`config.mk`:
```
export PLATFORM = sky130hd
export DESIGN_NAME = nkmm_cpu_flat
export DESIGN_NICKNAME = d
export VERILOG_FILES = /design/src/common/nkmm_pkg.sv /design/src/common/nkmm_dbus_if.sv /design/src/cpu/nkmm_cpu.sv /design/src/cpu/nkmm_regfile.sv /design/src/cpu/nkmm_alu.sv /design/src/flat_wrapper.sv
export VERILOG_INCLUDE_DIRS = /design/src /design/src/common
export SDC_FILE = /design/constraint.sdc
export NUM_CORES = 1
export LEC_CHECK = 0
export CELL_PAD_IN_SITES_DETAIL_PLACEMENT = 1
export CELL_PAD_IN_SITES_GLOBAL_PLACEMENT = 1
export CORE_ASPECT_RATIO = 1.25
export CORE_MARGIN = 2
export CORE_UTILIZATION = 34
export CTS_CLUSTER_SIZE = 14
export DETAILED_ROUTE_END_ITERATION = 7
export DONT_BUFFER_PORTS = 1
export PLACE_DENSITY = 0.6
export SLEW_MARGIN = 40
export SYNTH_ARGS = -nofsm -noshare
export SYNTH_HDL_FRONTEND = slang
export SYNTH_SLANG_ARGS = --single-unit
```
`constraint.sdc`:
```
create_clock -name clk -period 7.5 [get_ports clk]
set_input_delay 2.25 -clock clk [delete_from_list [all_inputs] [get_ports clk]]
set_output_delay 2.25 -clock clk [all_outputs]
set_load 0.03 [all_outputs]
```
`src/common/nkmm_consts.svh`:
```
`ifndef NKMM_CONSTS_SVH
`define NKMM_CONSTS_SVH

// instruction word
`define INSN_WIDTH 32

// register, alu and data word
`define ACCUM_WIDTH 32

// program and data addresses share one width
`define ADDR_WIDTH 8

// words in each memory
`define MEM_DEPTH (1 << `ADDR_WIDTH)

// instruction field widths
`define REGSEL_WIDTH 3
`define OPSEL_WIDTH 3
`define IMM_WIDTH 16

// a store here goes to the output port, not to the ram
`define OUT_PORT_ADDR 8'd255

`endif
```
`src/common/nkmm_pkg.sv`:
```
`include "nkmm_consts.svh"

package nkmm_pkg;

    // alu operations, code 7 has no meaning
    typedef enum logic [`OPSEL_WIDTH-1:0] {
        OP_ADD = 3'd0,
        OP_SUB = 3'd1,
        OP_OR  = 3'd2,
        OP_AND = 3'd3,
        OP_XOR = 3'd4,
        OP_NOT = 3'd5,
        OP_SHI = 3'd6
    } opsel_e;

    typedef enum logic [`REGSEL_WIDTH-1:0] {
        SEL_R0 = 3'd0,
        SEL_RA = 3'd1,
        SEL_RB = 3'd2,
        SEL_RC = 3'd3,
        SEL_RD = 3'd4,
        SEL_RE = 3'd5,
        SEL_SP = 3'd6,
        SEL_PC = 3'd7
    } regsel_e;

    // shift amount in b[1:0], direction in b[2]
    typedef enum logic [1:0] {
        SHI_1 = 2'd0,
        SHI_2 = 2'd1,
        SHI_4 = 2'd2,
        SHI_8 = 2'd3
    } shi_e;

    typedef struct packed {
        logic                  mem_write;
        logic                  mem_read;
        regsel_e               d_sel;
        opsel_e                op;
        regsel_e               a_sel;
        regsel_e               b_sel;
        logic                  imm_en;
        logic [`IMM_WIDTH-1:0] imm;
    } insn_fields_t;

    function automatic insn_fields_t nkmm_decode(input logic [`INSN_WIDTH-1:0] insn);
        insn_fields_t f;
        f.mem_write = insn[30];
        f.mem_read  = insn[29];
        f.d_sel     = regsel_e'(insn[28:26]);
        f.op        = opsel_e'(insn[25:23]);
        f.a_sel     = regsel_e'(insn[22:20]);
        f.b_sel     = regsel_e'(insn[19:17]);
        f.imm_en    = insn[16];
        f.imm       = insn[15:0];
        return f;
    endfunction

endpackage

```
`src/common/nkmm_dbus_if.sv`:
```
`timescale 1ns/1ns
`include "nkmm_consts.svh"

// cpu to data memory, no handshake
interface nkmm_dbus_if;
    logic [`ADDR_WIDTH-1:0]  addr;
    logic [`ACCUM_WIDTH-1:0] wdata;
    logic                    we;
    // valid the cycle after addr
    logic [`ACCUM_WIDTH-1:0] rdata;

    modport cpu (
        output addr,
        output wdata,
        output we,
        input  rdata
    );

    modport mem (
        input  addr,
        input  wdata,
        input  we,
        output rdata
    );
endinterface

```
`src/cpu/nkmm_cpu.sv`:
```
`timescale 1ns/1ns
`include "nkmm_consts.svh"

module nkmm_cpu import nkmm_pkg::*; (
    input  logic                   clk,
    input  logic                   rst,
    output logic [`ADDR_WIDTH-1:0] prog_addr_o,
    input  logic [`INSN_WIDTH-1:0] prog_data_i,
    nkmm_dbus_if.cpu               dbus
);

    // fetch
    logic [`ADDR_WIDTH-1:0]  pc_ff;
    logic                    fetch_valid_ff;
    logic                    stall_ff;
    logic [`INSN_WIDTH-1:0]  held_insn_ff;

    // decode
    logic [`INSN_WIDTH-1:0]  dcd_insn;
    logic                    dcd_in_valid;
    insn_fields_t            dcd_f;
    logic                    stall;
    logic [`ACCUM_WIDTH-1:0] rf_a;
    logic [`ACCUM_WIDTH-1:0] rf_b;
    logic [`ACCUM_WIDTH-1:0] rf_d;
    logic                    dcd_valid_ff;
    logic                    dcd_mem_write_ff;
    logic                    dcd_mem_read_ff;
    opsel_e                  dcd_op_ff;
    logic [`ACCUM_WIDTH-1:0] dcd_alu_a_ff;
    logic [`ACCUM_WIDTH-1:0] dcd_alu_b_ff;
    logic [`ACCUM_WIDTH-1:0] dcd_reg_d_ff;
    regsel_e                 dcd_d_sel_ff;

    // execute
    logic [`ACCUM_WIDTH-1:0] alu_r;
    logic                    ex_valid_ff;
    logic                    ex_mem_write_ff;
    logic                    ex_mem_read_ff;
    logic [`ACCUM_WIDTH-1:0] ex_alu_r_ff;
    logic [`ACCUM_WIDTH-1:0] ex_reg_d_ff;
    regsel_e                 ex_d_sel_ff;

    // memory and writeback
    logic                    mio_valid_ff;
    logic                    mio_mem_write_ff;
    logic                    mio_mem_read_ff;
    logic [`ACCUM_WIDTH-1:0] mio_alu_r_ff;
    regsel_e                 mio_d_sel_ff;
    logic [`ACCUM_WIDTH-1:0] wb_data;
    logic                    wb_en;
    logic                    jump;

    // older insn will write a register the decoding one reads
    function automatic logic hazard(input logic valid, input logic is_store,
                                    input regsel_e dst, input insn_fields_t f);
        logic reads;
        reads = (f.a_sel == dst) || (!f.imm_en && f.b_sel == dst) ||
                (f.mem_write && f.d_sel == dst);
        return valid && !is_store && dst != SEL_R0 && reads;
    endfunction

    assign prog_addr_o = pc_ff;

    always_ff @(posedge clk) begin
        if (rst) begin
            pc_ff          <= '0;
            fetch_valid_ff <= 1'b0;
            stall_ff       <= 1'b0;
        end else begin
            fetch_valid_ff <= !jump;
            stall_ff       <= stall && !jump;
            if (jump) begin
                pc_ff <= wb_data[`ADDR_WIDTH-1:0];
            end else if (!stall) begin
                pc_ff <= pc_ff + `ADDR_WIDTH'(1);
            end
        end
    end

    // memory already moved on while stalled, replay the held word
    always_ff @(posedge clk) begin
        held_insn_ff <= dcd_insn;
    end

    assign dcd_insn     = stall_ff ? held_insn_ff : prog_data_i;
    assign dcd_in_valid = stall_ff || fetch_valid_ff;
    assign dcd_f        = nkmm_decode(dcd_insn);

    assign stall = dcd_in_valid &&
                   (hazard(dcd_valid_ff, dcd_mem_write_ff, dcd_d_sel_ff, dcd_f) ||
                    hazard(ex_valid_ff, ex_mem_write_ff, ex_d_sel_ff, dcd_f) ||
                    hazard(mio_valid_ff, mio_mem_write_ff, mio_d_sel_ff, dcd_f));

    nkmm_regfile u_regfile (
        .clk       (clk),
        .rst       (rst),
        .a_sel_i   (dcd_f.a_sel),
        .b_sel_i   (dcd_f.b_sel),
        .d_sel_i   (dcd_f.d_sel),
        .pc_i      (pc_ff),
        .a_o       (rf_a),
        .b_o       (rf_b),
        .d_o       (rf_d),
        .wr_en_i   (wb_en),
        .wr_sel_i  (mio_d_sel_ff),
        .wr_data_i (wb_data)
    );

    // stall inserts a bubble, jump squashes everything younger
    always_ff @(posedge clk) begin
        if (rst) begin
            dcd_valid_ff <= 1'b0;
            ex_valid_ff  <= 1'b0;
            mio_valid_ff <= 1'b0;
        end else begin
            dcd_valid_ff <= dcd_in_valid && !stall && !jump;
            ex_valid_ff  <= dcd_valid_ff && !jump;
            mio_valid_ff <= ex_valid_ff && !jump;
        end
    end

    always_ff @(posedge clk) begin
        dcd_mem_write_ff <= dcd_f.mem_write;
        dcd_mem_read_ff  <= dcd_f.mem_read;
        dcd_op_ff        <= dcd_f.op;
        dcd_alu_a_ff     <= rf_a;
        dcd_alu_b_ff     <= dcd_f.imm_en ?
                            {{(`ACCUM_WIDTH-`IMM_WIDTH){1'b0}}, dcd_f.imm} : rf_b;
        dcd_reg_d_ff     <= rf_d;
        dcd_d_sel_ff     <= dcd_f.d_sel;
    end

    nkmm_alu u_alu (
        .op_i     (dcd_op_ff),
        .a_i      (dcd_alu_a_ff),
        .b_i      (dcd_alu_b_ff),
        .result_o (alu_r)
    );

    always_ff @(posedge clk) begin
        ex_mem_write_ff <= dcd_mem_write_ff;
        ex_mem_read_ff  <= dcd_mem_read_ff;
        ex_alu_r_ff     <= alu_r;
        ex_reg_d_ff     <= dcd_reg_d_ff;
        ex_d_sel_ff     <= dcd_d_sel_ff;
    end

    // alu result is the data address, d register the store data
    assign dbus.addr  = ex_alu_r_ff[`ADDR_WIDTH-1:0];
    assign dbus.wdata = ex_reg_d_ff;
    assign dbus.we    = ex_valid_ff && ex_mem_write_ff && !jump;

    always_ff @(posedge clk) begin
        mio_mem_write_ff <= ex_mem_write_ff;
        mio_mem_read_ff  <= ex_mem_read_ff;
        mio_alu_r_ff     <= ex_alu_r_ff;
        mio_d_sel_ff     <= ex_d_sel_ff;
    end

    // stores write no register
    assign wb_data = mio_mem_read_ff ? dbus.rdata : mio_alu_r_ff;
    assign wb_en   = mio_valid_ff && !mio_mem_write_ff;
    assign jump    = wb_en && mio_d_sel_ff == SEL_PC;

endmodule

```
`src/cpu/nkmm_regfile.sv`:
```
`timescale 1ns/1ns
`include "nkmm_consts.svh"

module nkmm_regfile import nkmm_pkg::*; (
    input  logic                    clk,
    input  logic                    rst,
    input  regsel_e                 a_sel_i,
    input  regsel_e                 b_sel_i,
    input  regsel_e                 d_sel_i,
    input  logic [`ADDR_WIDTH-1:0]  pc_i,
    output logic [`ACCUM_WIDTH-1:0] a_o,
    output logic [`ACCUM_WIDTH-1:0] b_o,
    output logic [`ACCUM_WIDTH-1:0] d_o,
    input  logic                    wr_en_i,
    input  regsel_e                 wr_sel_i,
    input  logic [`ACCUM_WIDTH-1:0] wr_data_i
);

    // ra..sp, indexed by select code
    logic [`ACCUM_WIDTH-1:0] regs_ff [1:6];

    function automatic logic [`ACCUM_WIDTH-1:0] read_sel(input regsel_e sel);
        case (sel)
            SEL_R0:  return '0;
            SEL_PC:  return {{(`ACCUM_WIDTH-`ADDR_WIDTH){1'b0}}, pc_i};
            default: return regs_ff[sel];
        endcase
    endfunction

    always_comb begin
        a_o = read_sel(a_sel_i);
        b_o = read_sel(b_sel_i);
        d_o = read_sel(d_sel_i);
    end

    // r0 is hard zero, pc writes are jumps and live in the cpu
    always_ff @(posedge clk) begin
        if (rst) begin
            for (int i = 1; i <= 6; i++) begin
                regs_ff[i] <= '0;
            end
        end else if (wr_en_i && wr_sel_i != SEL_R0 && wr_sel_i != SEL_PC) begin
            regs_ff[wr_sel_i] <= wr_data_i;
        end
    end

endmodule

```
`src/cpu/nkmm_alu.sv`:
```
`timescale 1ns/1ns
`include "nkmm_consts.svh"

module nkmm_alu import nkmm_pkg::*; (
    input  opsel_e                  op_i,
    input  logic [`ACCUM_WIDTH-1:0] a_i,
    input  logic [`ACCUM_WIDTH-1:0] b_i,
    output logic [`ACCUM_WIDTH-1:0] result_o
);

    shi_e                    shi_amt;
    logic                    shl;
    logic [3:0]              shamt;
    logic [`ACCUM_WIDTH-1:0] shifted;

    // shift operand packed in b
    assign shi_amt = shi_e'(b_i[1:0]);
    assign shl     = b_i[2];

    always_comb begin
        case (shi_amt)
            SHI_1:   shamt = 4'd1;
            SHI_2:   shamt = 4'd2;
            SHI_4:   shamt = 4'd4;
            default: shamt = 4'd8;
        endcase
    end

    assign shifted = shl ? (a_i << shamt) : (a_i >> shamt);

    always_comb begin
        case (op_i)
            OP_ADD:  result_o = a_i + b_i;
            OP_SUB:  result_o = a_i - b_i;
            OP_OR:   result_o = a_i | b_i;
            OP_AND:  result_o = a_i & b_i;
            OP_XOR:  result_o = a_i ^ b_i;
            // unary on b
            OP_NOT:  result_o = ~b_i;
            OP_SHI:  result_o = shifted;
            default: result_o = '0;
        endcase
    end

endmodule

```
`src/flat_wrapper.sv`:
```
// flat-port wrapper written by rule: the top's interface ports become plain ports
module nkmm_cpu_flat import nkmm_pkg::*;
  (clk, rst, prog_addr_o, prog_data_i, dbus_addr, dbus_wdata, dbus_we, dbus_rdata);
  nkmm_dbus_if dbus_i ();
  input  logic clk;
  input  logic rst;
  output logic [`ADDR_WIDTH-1:0] prog_addr_o;
  input  logic [`INSN_WIDTH-1:0] prog_data_i;
  output wire logic [$bits(dbus_i.addr)-1:0] dbus_addr;
  output wire logic [$bits(dbus_i.wdata)-1:0] dbus_wdata;
  output wire logic [$bits(dbus_i.we)-1:0] dbus_we;
  input wire logic [$bits(dbus_i.rdata)-1:0] dbus_rdata;
  assign dbus_addr = dbus_i.addr;
  assign dbus_wdata = dbus_i.wdata;
  assign dbus_we = dbus_i.we;
  assign dbus_i.rdata = dbus_rdata;
  nkmm_cpu u_core (.clk(clk), .rst(rst), .prog_addr_o(prog_addr_o), .prog_data_i(prog_data_i), .dbus(dbus_i));
endmodule
```
## Yosys cells after proc, flatten, opt, wreduce, memory -nomap -nowiden

Memory sizes are Yosys's and may differ from the RTL's.
Cells that the tools add are included.

- $add $sub $neg: 3
- Multipliers: 0
- Divide/modulo/power cells: 0
- $lt $le $gt $ge: 0
- Equality and inequality tests: 23
- Shift-type cells: 2
- Multiplexer cells: 19
- Bitwise gates (word level): 4
- Reduce and logical (&&, ||, !) cells: 49

Operators with widths:

| cell | count |
|---|---|
| 32-bit one-hot mux with 7 select lines | 1 |
| 32-bit one-hot mux with 2 select lines | 3 |
| 32-bit two-way mux | 3 |
| 32-bit adder | 1 |
| 32-bit AND | 1 |
| 32-bit inverter | 1 |
| 32-bit bitwise OR | 1 |
| 32-bit OR reduction | 1 |
| 32-bit by 4-bit << shifter with 32-bit output | 1 |
| 32-bit by 4-bit right shift with 32-bit output | 1 |
| 32-bit subtractor | 1 |
| 32-bit bitwise XOR | 1 |
| 31-bit two-way mux | 1 |
| 3-bit equality test | 9 |
| 1-bit logical AND | 25 |
| 3-bit equality test (second input constant) | 7 |
| 16-bit two-way mux | 1 |
| 8-bit two-way mux | 2 |
| 3-bit logical NOT | 4 |
| 4-bit one-hot mux with 3 select lines | 1 |
| 1-bit logical OR | 9 |
| 3-bit nonzero test | 3 |
| 8-bit by 1-bit adder with 8-bit output (second input constant) | 1 |
| 3-bit by 2-bit equality test with 1-bit output (second input constant) | 2 |
| other kinds (9) | 19 |

- Bits in registers: 254
- Bits in latches: 0
- Memory bits (writable): 192
- Memory bits (read-only): 0
- Input bits: 66
- Output and inout port bits: 49
- Logic and storage cells: 125
- Memories kept: 1

Memories:

| name | words | width | read ports | clocked after Yosys merged registers in | wr ports | RTL line | text |
|---|---|---|---|---|---|---|---|
| u_core.u_regfile.regs_ff | 6 | 32 | 3 | 0 | 6 | nkmm_regfile.sv:20 | `` logic [`ACCUM_WIDTH-1:0] regs_ff [1:6]; `` |

## Longest topological paths before layout

- Word-level depth: 12
- Gate-level depth with buffers: 21
- Gate-level depth less buffers: 18

## By module

A second synthesis with hierarchy kept.

- Cells, all modules: 2913
- Area, all modules: 30041.3 um^2

Modules (own cells, without submodules):

| module | times used | cells an instance | area an instance (um^2) | sequential area each (um^2) |
|---|---|---|---|---|
| nkmm_regfile | 1 | 1256 | 15061.9 | 6936.7 |
| nkmm_alu | 1 | 1112 | 7862.5 | 0.0 |
| nkmm_cpu | 1 | 545 | 7116.8 | 4964.8 |

## Least setup slack after synthesis

No wires, ideal clock.

- Path type: register to register
- Start: register u_core.dcd_alu_b_ff[1]
- End: register u_core.ex_alu_r_ff[31]
- Library setup time: 138 ps
- Arrival time: 3861 ps
- Setup slack: 3501 ps
- Stages on the path, launching flop included: 22
- Buffers on the path: 3
- Period minus slack after synthesis: 3999 ps
- Cell sequence: dfxtp_1 > inv_1 > ha_1 > buf_2 > buf_2 > nand2_1 > nor4_1 > inv_1 > nor2_1 > a21oi_1 > xnor2_1 > ha_1 > clkbuf_1 > a21o_1 > a21o_1 > a21o_1 > a211oi_1 > o41ai_1 > a41oi_1 > o21ai_1 > xnor2_1 > o221ai_1

- Cells in the longest elaborated chain, start to end: 5

RTL lines:

| what | RTL line | text |
|---|---|---|
| from (decl) | nkmm_cpu.sv:31 | `` logic [`ACCUM_WIDTH-1:0] dcd_alu_b_ff; `` |
| from (signal assigned) | nkmm_cpu.sv:128 | `dcd_alu_b_ff <= dcd_f.imm_en ?` |
| 2-bit equality test, or another cell as far along | nkmm_alu.sv:21 | `case (shi_amt)` |
| 4-bit one-hot mux with 3 select lines | nkmm_alu.sv:21 |  |
| 32-bit by 4-bit right shift with 32-bit output or 32-bit by 4-bit << shifter with 32-bit output (tied branches) | nkmm_alu.sv:29 | `assign shifted = shl ? (a_i << shamt) : (a_i >> shamt);` |
| 32-bit two-way mux | nkmm_alu.sv:29 |  |
| 32-bit one-hot mux with 7 select lines (*) | nkmm_alu.sv:32 | `case (op_i)` |
| to (signal assigned) | nkmm_cpu.sv:144 | `ex_alu_r_ff <= alu_r;` |
| to (decl) | nkmm_cpu.sv:40 | `` logic [`ACCUM_WIDTH-1:0] ex_alu_r_ff; `` |

Mark *: on every way between the ends. The rest lies on a longest branch, timed or not.
A chain may end at the register's enable or synchronous reset.

## Final worst setup path

- Start: register u_core.dcd_alu_b_ff[3]
- End: register u_core.ex_alu_r_ff[31]

- Cells in the longest elaborated chain, start to end: 2

RTL lines:

| what | RTL line |
|---|---|
| 32-bit subtractor or 32-bit adder (tied branches) | nkmm_alu.sv:34, nkmm_alu.sv:33 |
| 32-bit one-hot mux with 7 select lines (*) | nkmm_alu.sv:32 |

Marks and branches as above.

==> flow_summary.ini <==
[sta]
worst_pin_slew_ns = 0.886
fmax_mhz = 198
finClkSkew_ns = 0.0251
final_max_slew_viol_count = 0
grt_setup_unrepaired = false
hold_viol_final = 0
fin_crit_ns = 5.05
whs_ns = 0.328
fin_tns_setup_ns = 0
slew_headroom_pct = 39.3
min_period_over_period_pct = 67.4
setup_viol = 0

[yosys]
synth_cells = 3043
synth_top_flop_cell = dfxtp_1
ys_ff_latch = 460
postSynthAreaPerCell_um2 = 8.60
ys_seq_area_share_pct = 43.5
synth.distinct_cells = 67
synth_edf_count = 218
syn_area_mm2 = 0.0262
synth_warnings = 0
async_reset_ff_share_pct = 0

[routing]
routedWlPerCell_um = 27.8
drt_iter0_markers = 1951
drc = 0
wl_um = 110000
dr.pass1.iters = 7
postRouteAntennaNets = 0
num_vias = 23491
vias_per_cell = 5.93

[cts]
cts_hold_buf = 0
insertion_delay_ns = 0.62
clock_path_buffers = 3
cts_sinks = 460
post_cts_resize_count = 0
cts-root-buf = clkbuf_16
cts_setup_buffers = 0
path_clk_slew_ns = 0.07
cts_tree = built
htree_levels = 2
cts_buffers = 51

[floorplanning]
coreArea_mm2 = 0.0761
start_util_pct = 34.4
design.die.area_mm2 = 0.0792
fp.dieH_um = 314
fp.dieW_um = 252
placementRows = 113
num_io_pins = 115

[grt]
grt_pass1_wl_um = 162000
grt_start_max_net_pins = 75
grt_pass1_vias = 24586
grt.total_usage_pct = 27.4
overflow = 0
grt_antenna_before_repair = 5

[worst_hold_path]
holdCritStartpoint = u_core.ex_alu_r_ff[10]$_SDFF_PN0_
holdPathStages = 0
hold_path.class = reg -> reg
worstHoldEndpoint = u_core.mio_alu_r_ff[10]$_DFF_P_

[critical_path]
crit_slowest_cell = o41ai_1
path_cells = nor4_1 -> nand2_1 -> nor4_1 -> inv_1 -> nor2_1 -> a21oi_1 -> xnor2_1 -> ha_1 -> nand4_1 -> o41ai_1 -> a41oi_1 -> o21ai_1 -> xnor2_1 -> o221ai_1
critPathMaxFanout = 8
r2r_setup_slack_ns = 2.45
critPathKind = reg -> reg
crit_family = simple AND/OR/NAND/NOR gates
r2r_end = u_core.ex_alu_r_ff[31]$_SDFF_PN0_
crit_arrival_ns = 5.52
end_kind = flop
path_buf_inv = 1
worstSetupStartpointType = flop
r2r-start = u_core.dcd_alu_b_ff[3]$_DFF_P_
required_ns = 7.96
rr_worst_depth = 14
cpPeakStageDelay_ns = 0.81

[place]
globalplace.congestion = 0.953
place_area_mm2 = 0.0272
numPortBuffers = 0
placed_cells = 3864
dp_hpwl_um = 74700

[cells_and_area]
stdcell_count = 3962
fin_nets = 3108
syn_to_final_growth_pct = 10.9
stdcell_area_mm2 = 0.0290
fill_cells = 8825
drive_gt1_share_pct = 8.62

[power_and_ir_drop]
peakVddDrop_v = 0.000166
power_density_mw_per_mm2 = 260
p_leak_nw = 11.1

[run_status]
status = complete, no violations

[run]
drv_cap = 0
routing by layer:
metal	wire, µm	GRT usage [%]
met1	46100	34.3
met2	53500	47.0
met3	6000	3.87
met4	4330	11.6
met5	0	0
worst reg2reg max path: cells and delay by family, from the launching register on:
kind	cells	cell delay [ns]
xor gates and xnor gates	2	0.36
DFF	1	0.35
buffers and inverters	1	0.11
adders and majority gates	1	0.45
AOI/OAI and AO/OA	5	1.78
and+or+nand+nor	5	1.88
synthesized netlist by cell type (15+ instances only):
cell type | instances | area share (%)
a31oi_1 | 19 | 0.45
o21ai_0 | 165 | 3.2
a21o_1 | 20 | 0.57
and3_1 | 17 | 0.41
mux4_2 | 22 | 1.9
clkbuf_1 | 174 | 2.5
nor2_1 | 368 | 5.3
ha_1 | 100 | 4.8
buf_1 | 28 | 0.40
nand3_1 | 140 | 2.7
nand2b_1 | 27 | 0.65
a211oi_1 | 84 | 2.4
mux2_2 | 26 | 1.1
dfxtp_1 | 242 | 19
buf_2 | 20 | 0.38
nor3_1 | 31 | 0.59
o221ai_1 | 41 | 1.4
o31ai_1 | 18 | 0.52
inv_1 | 99 | 1.4
nor2b_1 | 15 | 0.36
xnor2_1 | 86 | 2.9
o211ai_1 | 24 | 0.69
edfxtp_1 | 218 | 25
nand2_1 | 455 | 6.5
mux2i_1 | 97 | 3.7
o22ai_1 | 25 | 0.60
a21oi_1 | 328 | 6.3
cell type report:
class                   instances  area, µm²  area share (%)
clock inverters                25        304            1.05
diodes                          2       5.00          0.0172
clock buffers                  70       1490            5.14
well taps                     977       1220            4.21
flip-flops and latches        460      11400            39.3
repair buffers                 58        487            1.68
multi-input cells            2264      13700            47.3
inverters                     106        400            1.38
cell usage in the layout, fill, tap and decap left out, drive strengths merged, types with 10 or more instances in the layout:
cell and n:
buf 58, dfxtp 242, mux2i 104, xor2 10
nor2b 15, o21ai 166, clkbuf 70, nand2b 27
nor2 368, nand3 140, inv 112, mux4 22
and3 17, nor3 33, xnor2 86, o22ai 25
o31ai 18, a21oi 328, o211ai 24, a31oi 19
conb 22, a211oi 84, a21o 20, clkinv 13
edfxtp 218, o221ai 41, nand2 455, mux2 26
ha 100
power by group:
| group | leakage, nW | total (W) | switching, W | internal, W |
|---|---|---|---|---|
| Clock | 0.892 | 0.00270 | 0.00112 | 0.00158 |
| Combinational | 5.93 | 0.00169 | 0.00113 | 0.000567 |
| Sequential | 4.27 | 0.00315 | 0.000285 | 0.00287 |
how the worst max path moves through the flow:
stage / endpoint / slack (ns) / start / cells after the start
after floorplan: u_core.ex_alu_r_ff[31]$_SDFF_PN0_ / 3.50 / u_core.dcd_alu_b_ff[1]$_DFF_P_ / 21
after global placement: u_core.prog_addr_o[5]$_SDFFE_PP0N_ / 2.19 / prog_data_i[16] / 9
after detailed placement: u_core.prog_addr_o[6]$_SDFFE_PP0N_ / 2.31 / prog_data_i[18] / 10
after CTS: u_core.ex_alu_r_ff[31]$_SDFF_PN0_ / 2.35 / u_core.dcd_alu_b_ff[3]$_DFF_P_ / 14
after global routing: u_core.ex_alu_r_ff[31]$_SDFF_PN0_ / 2.14 / u_core.dcd_alu_b_ff[4]$_DFF_P_ / 14
final: u_core.ex_alu_r_ff[31]$_SDFF_PN0_ / 2.45 / u_core.dcd_alu_b_ff[3]$_DFF_P_ / 14
through the flow:
step,utilization [%],total power [W],setup WS [ns]
5_1_grt,38.2,0.00787,2.14
3_3_place_gp,35.5,0.00481,2.19
6_report,38.2,0.00755,2.45
3_5_place_dp,35.7,0.00486,2.31
2_1_floorplan,-,0.00421,3.50
4_1_cts,38.1,0.00758,2.35
cell families after synthesis:
family	count (synthesis)	share of synthesized area (%)
AOI/OAI and AO/OA	797	18.4
xor gates and xnor gates	96	3.21
adders and majority gates	101	4.86
buffers and inverters	340	5.19
DFF	460	43.5
muxes	152	7.22
other	1	0.0143
and+or+nand+nor	1096	17.6
registers in the layout (all words and copies together) (netlist names), 2 cells and up:
signal	flops
u_core.dcd_reg_d_ff	32
u_core.held_insn_ff	26
u_core.ex_d_sel_ff	3
u_core.dcd_alu_a_ff	32
u_core.u_regfile.regs_ff	214
u_core.dcd_d_sel_ff	2
u_core.ex_alu_r_ff	32
u_core.dcd_op_ff	2
u_core.dbus.wdata	32
u_core.dcd_alu_b_ff	32
u_core.prog_addr_o	8
u_core.mio_alu_r_ff	32
u_core.mio_d_sel_ff	3
Power figures use the tool's default switching activity.
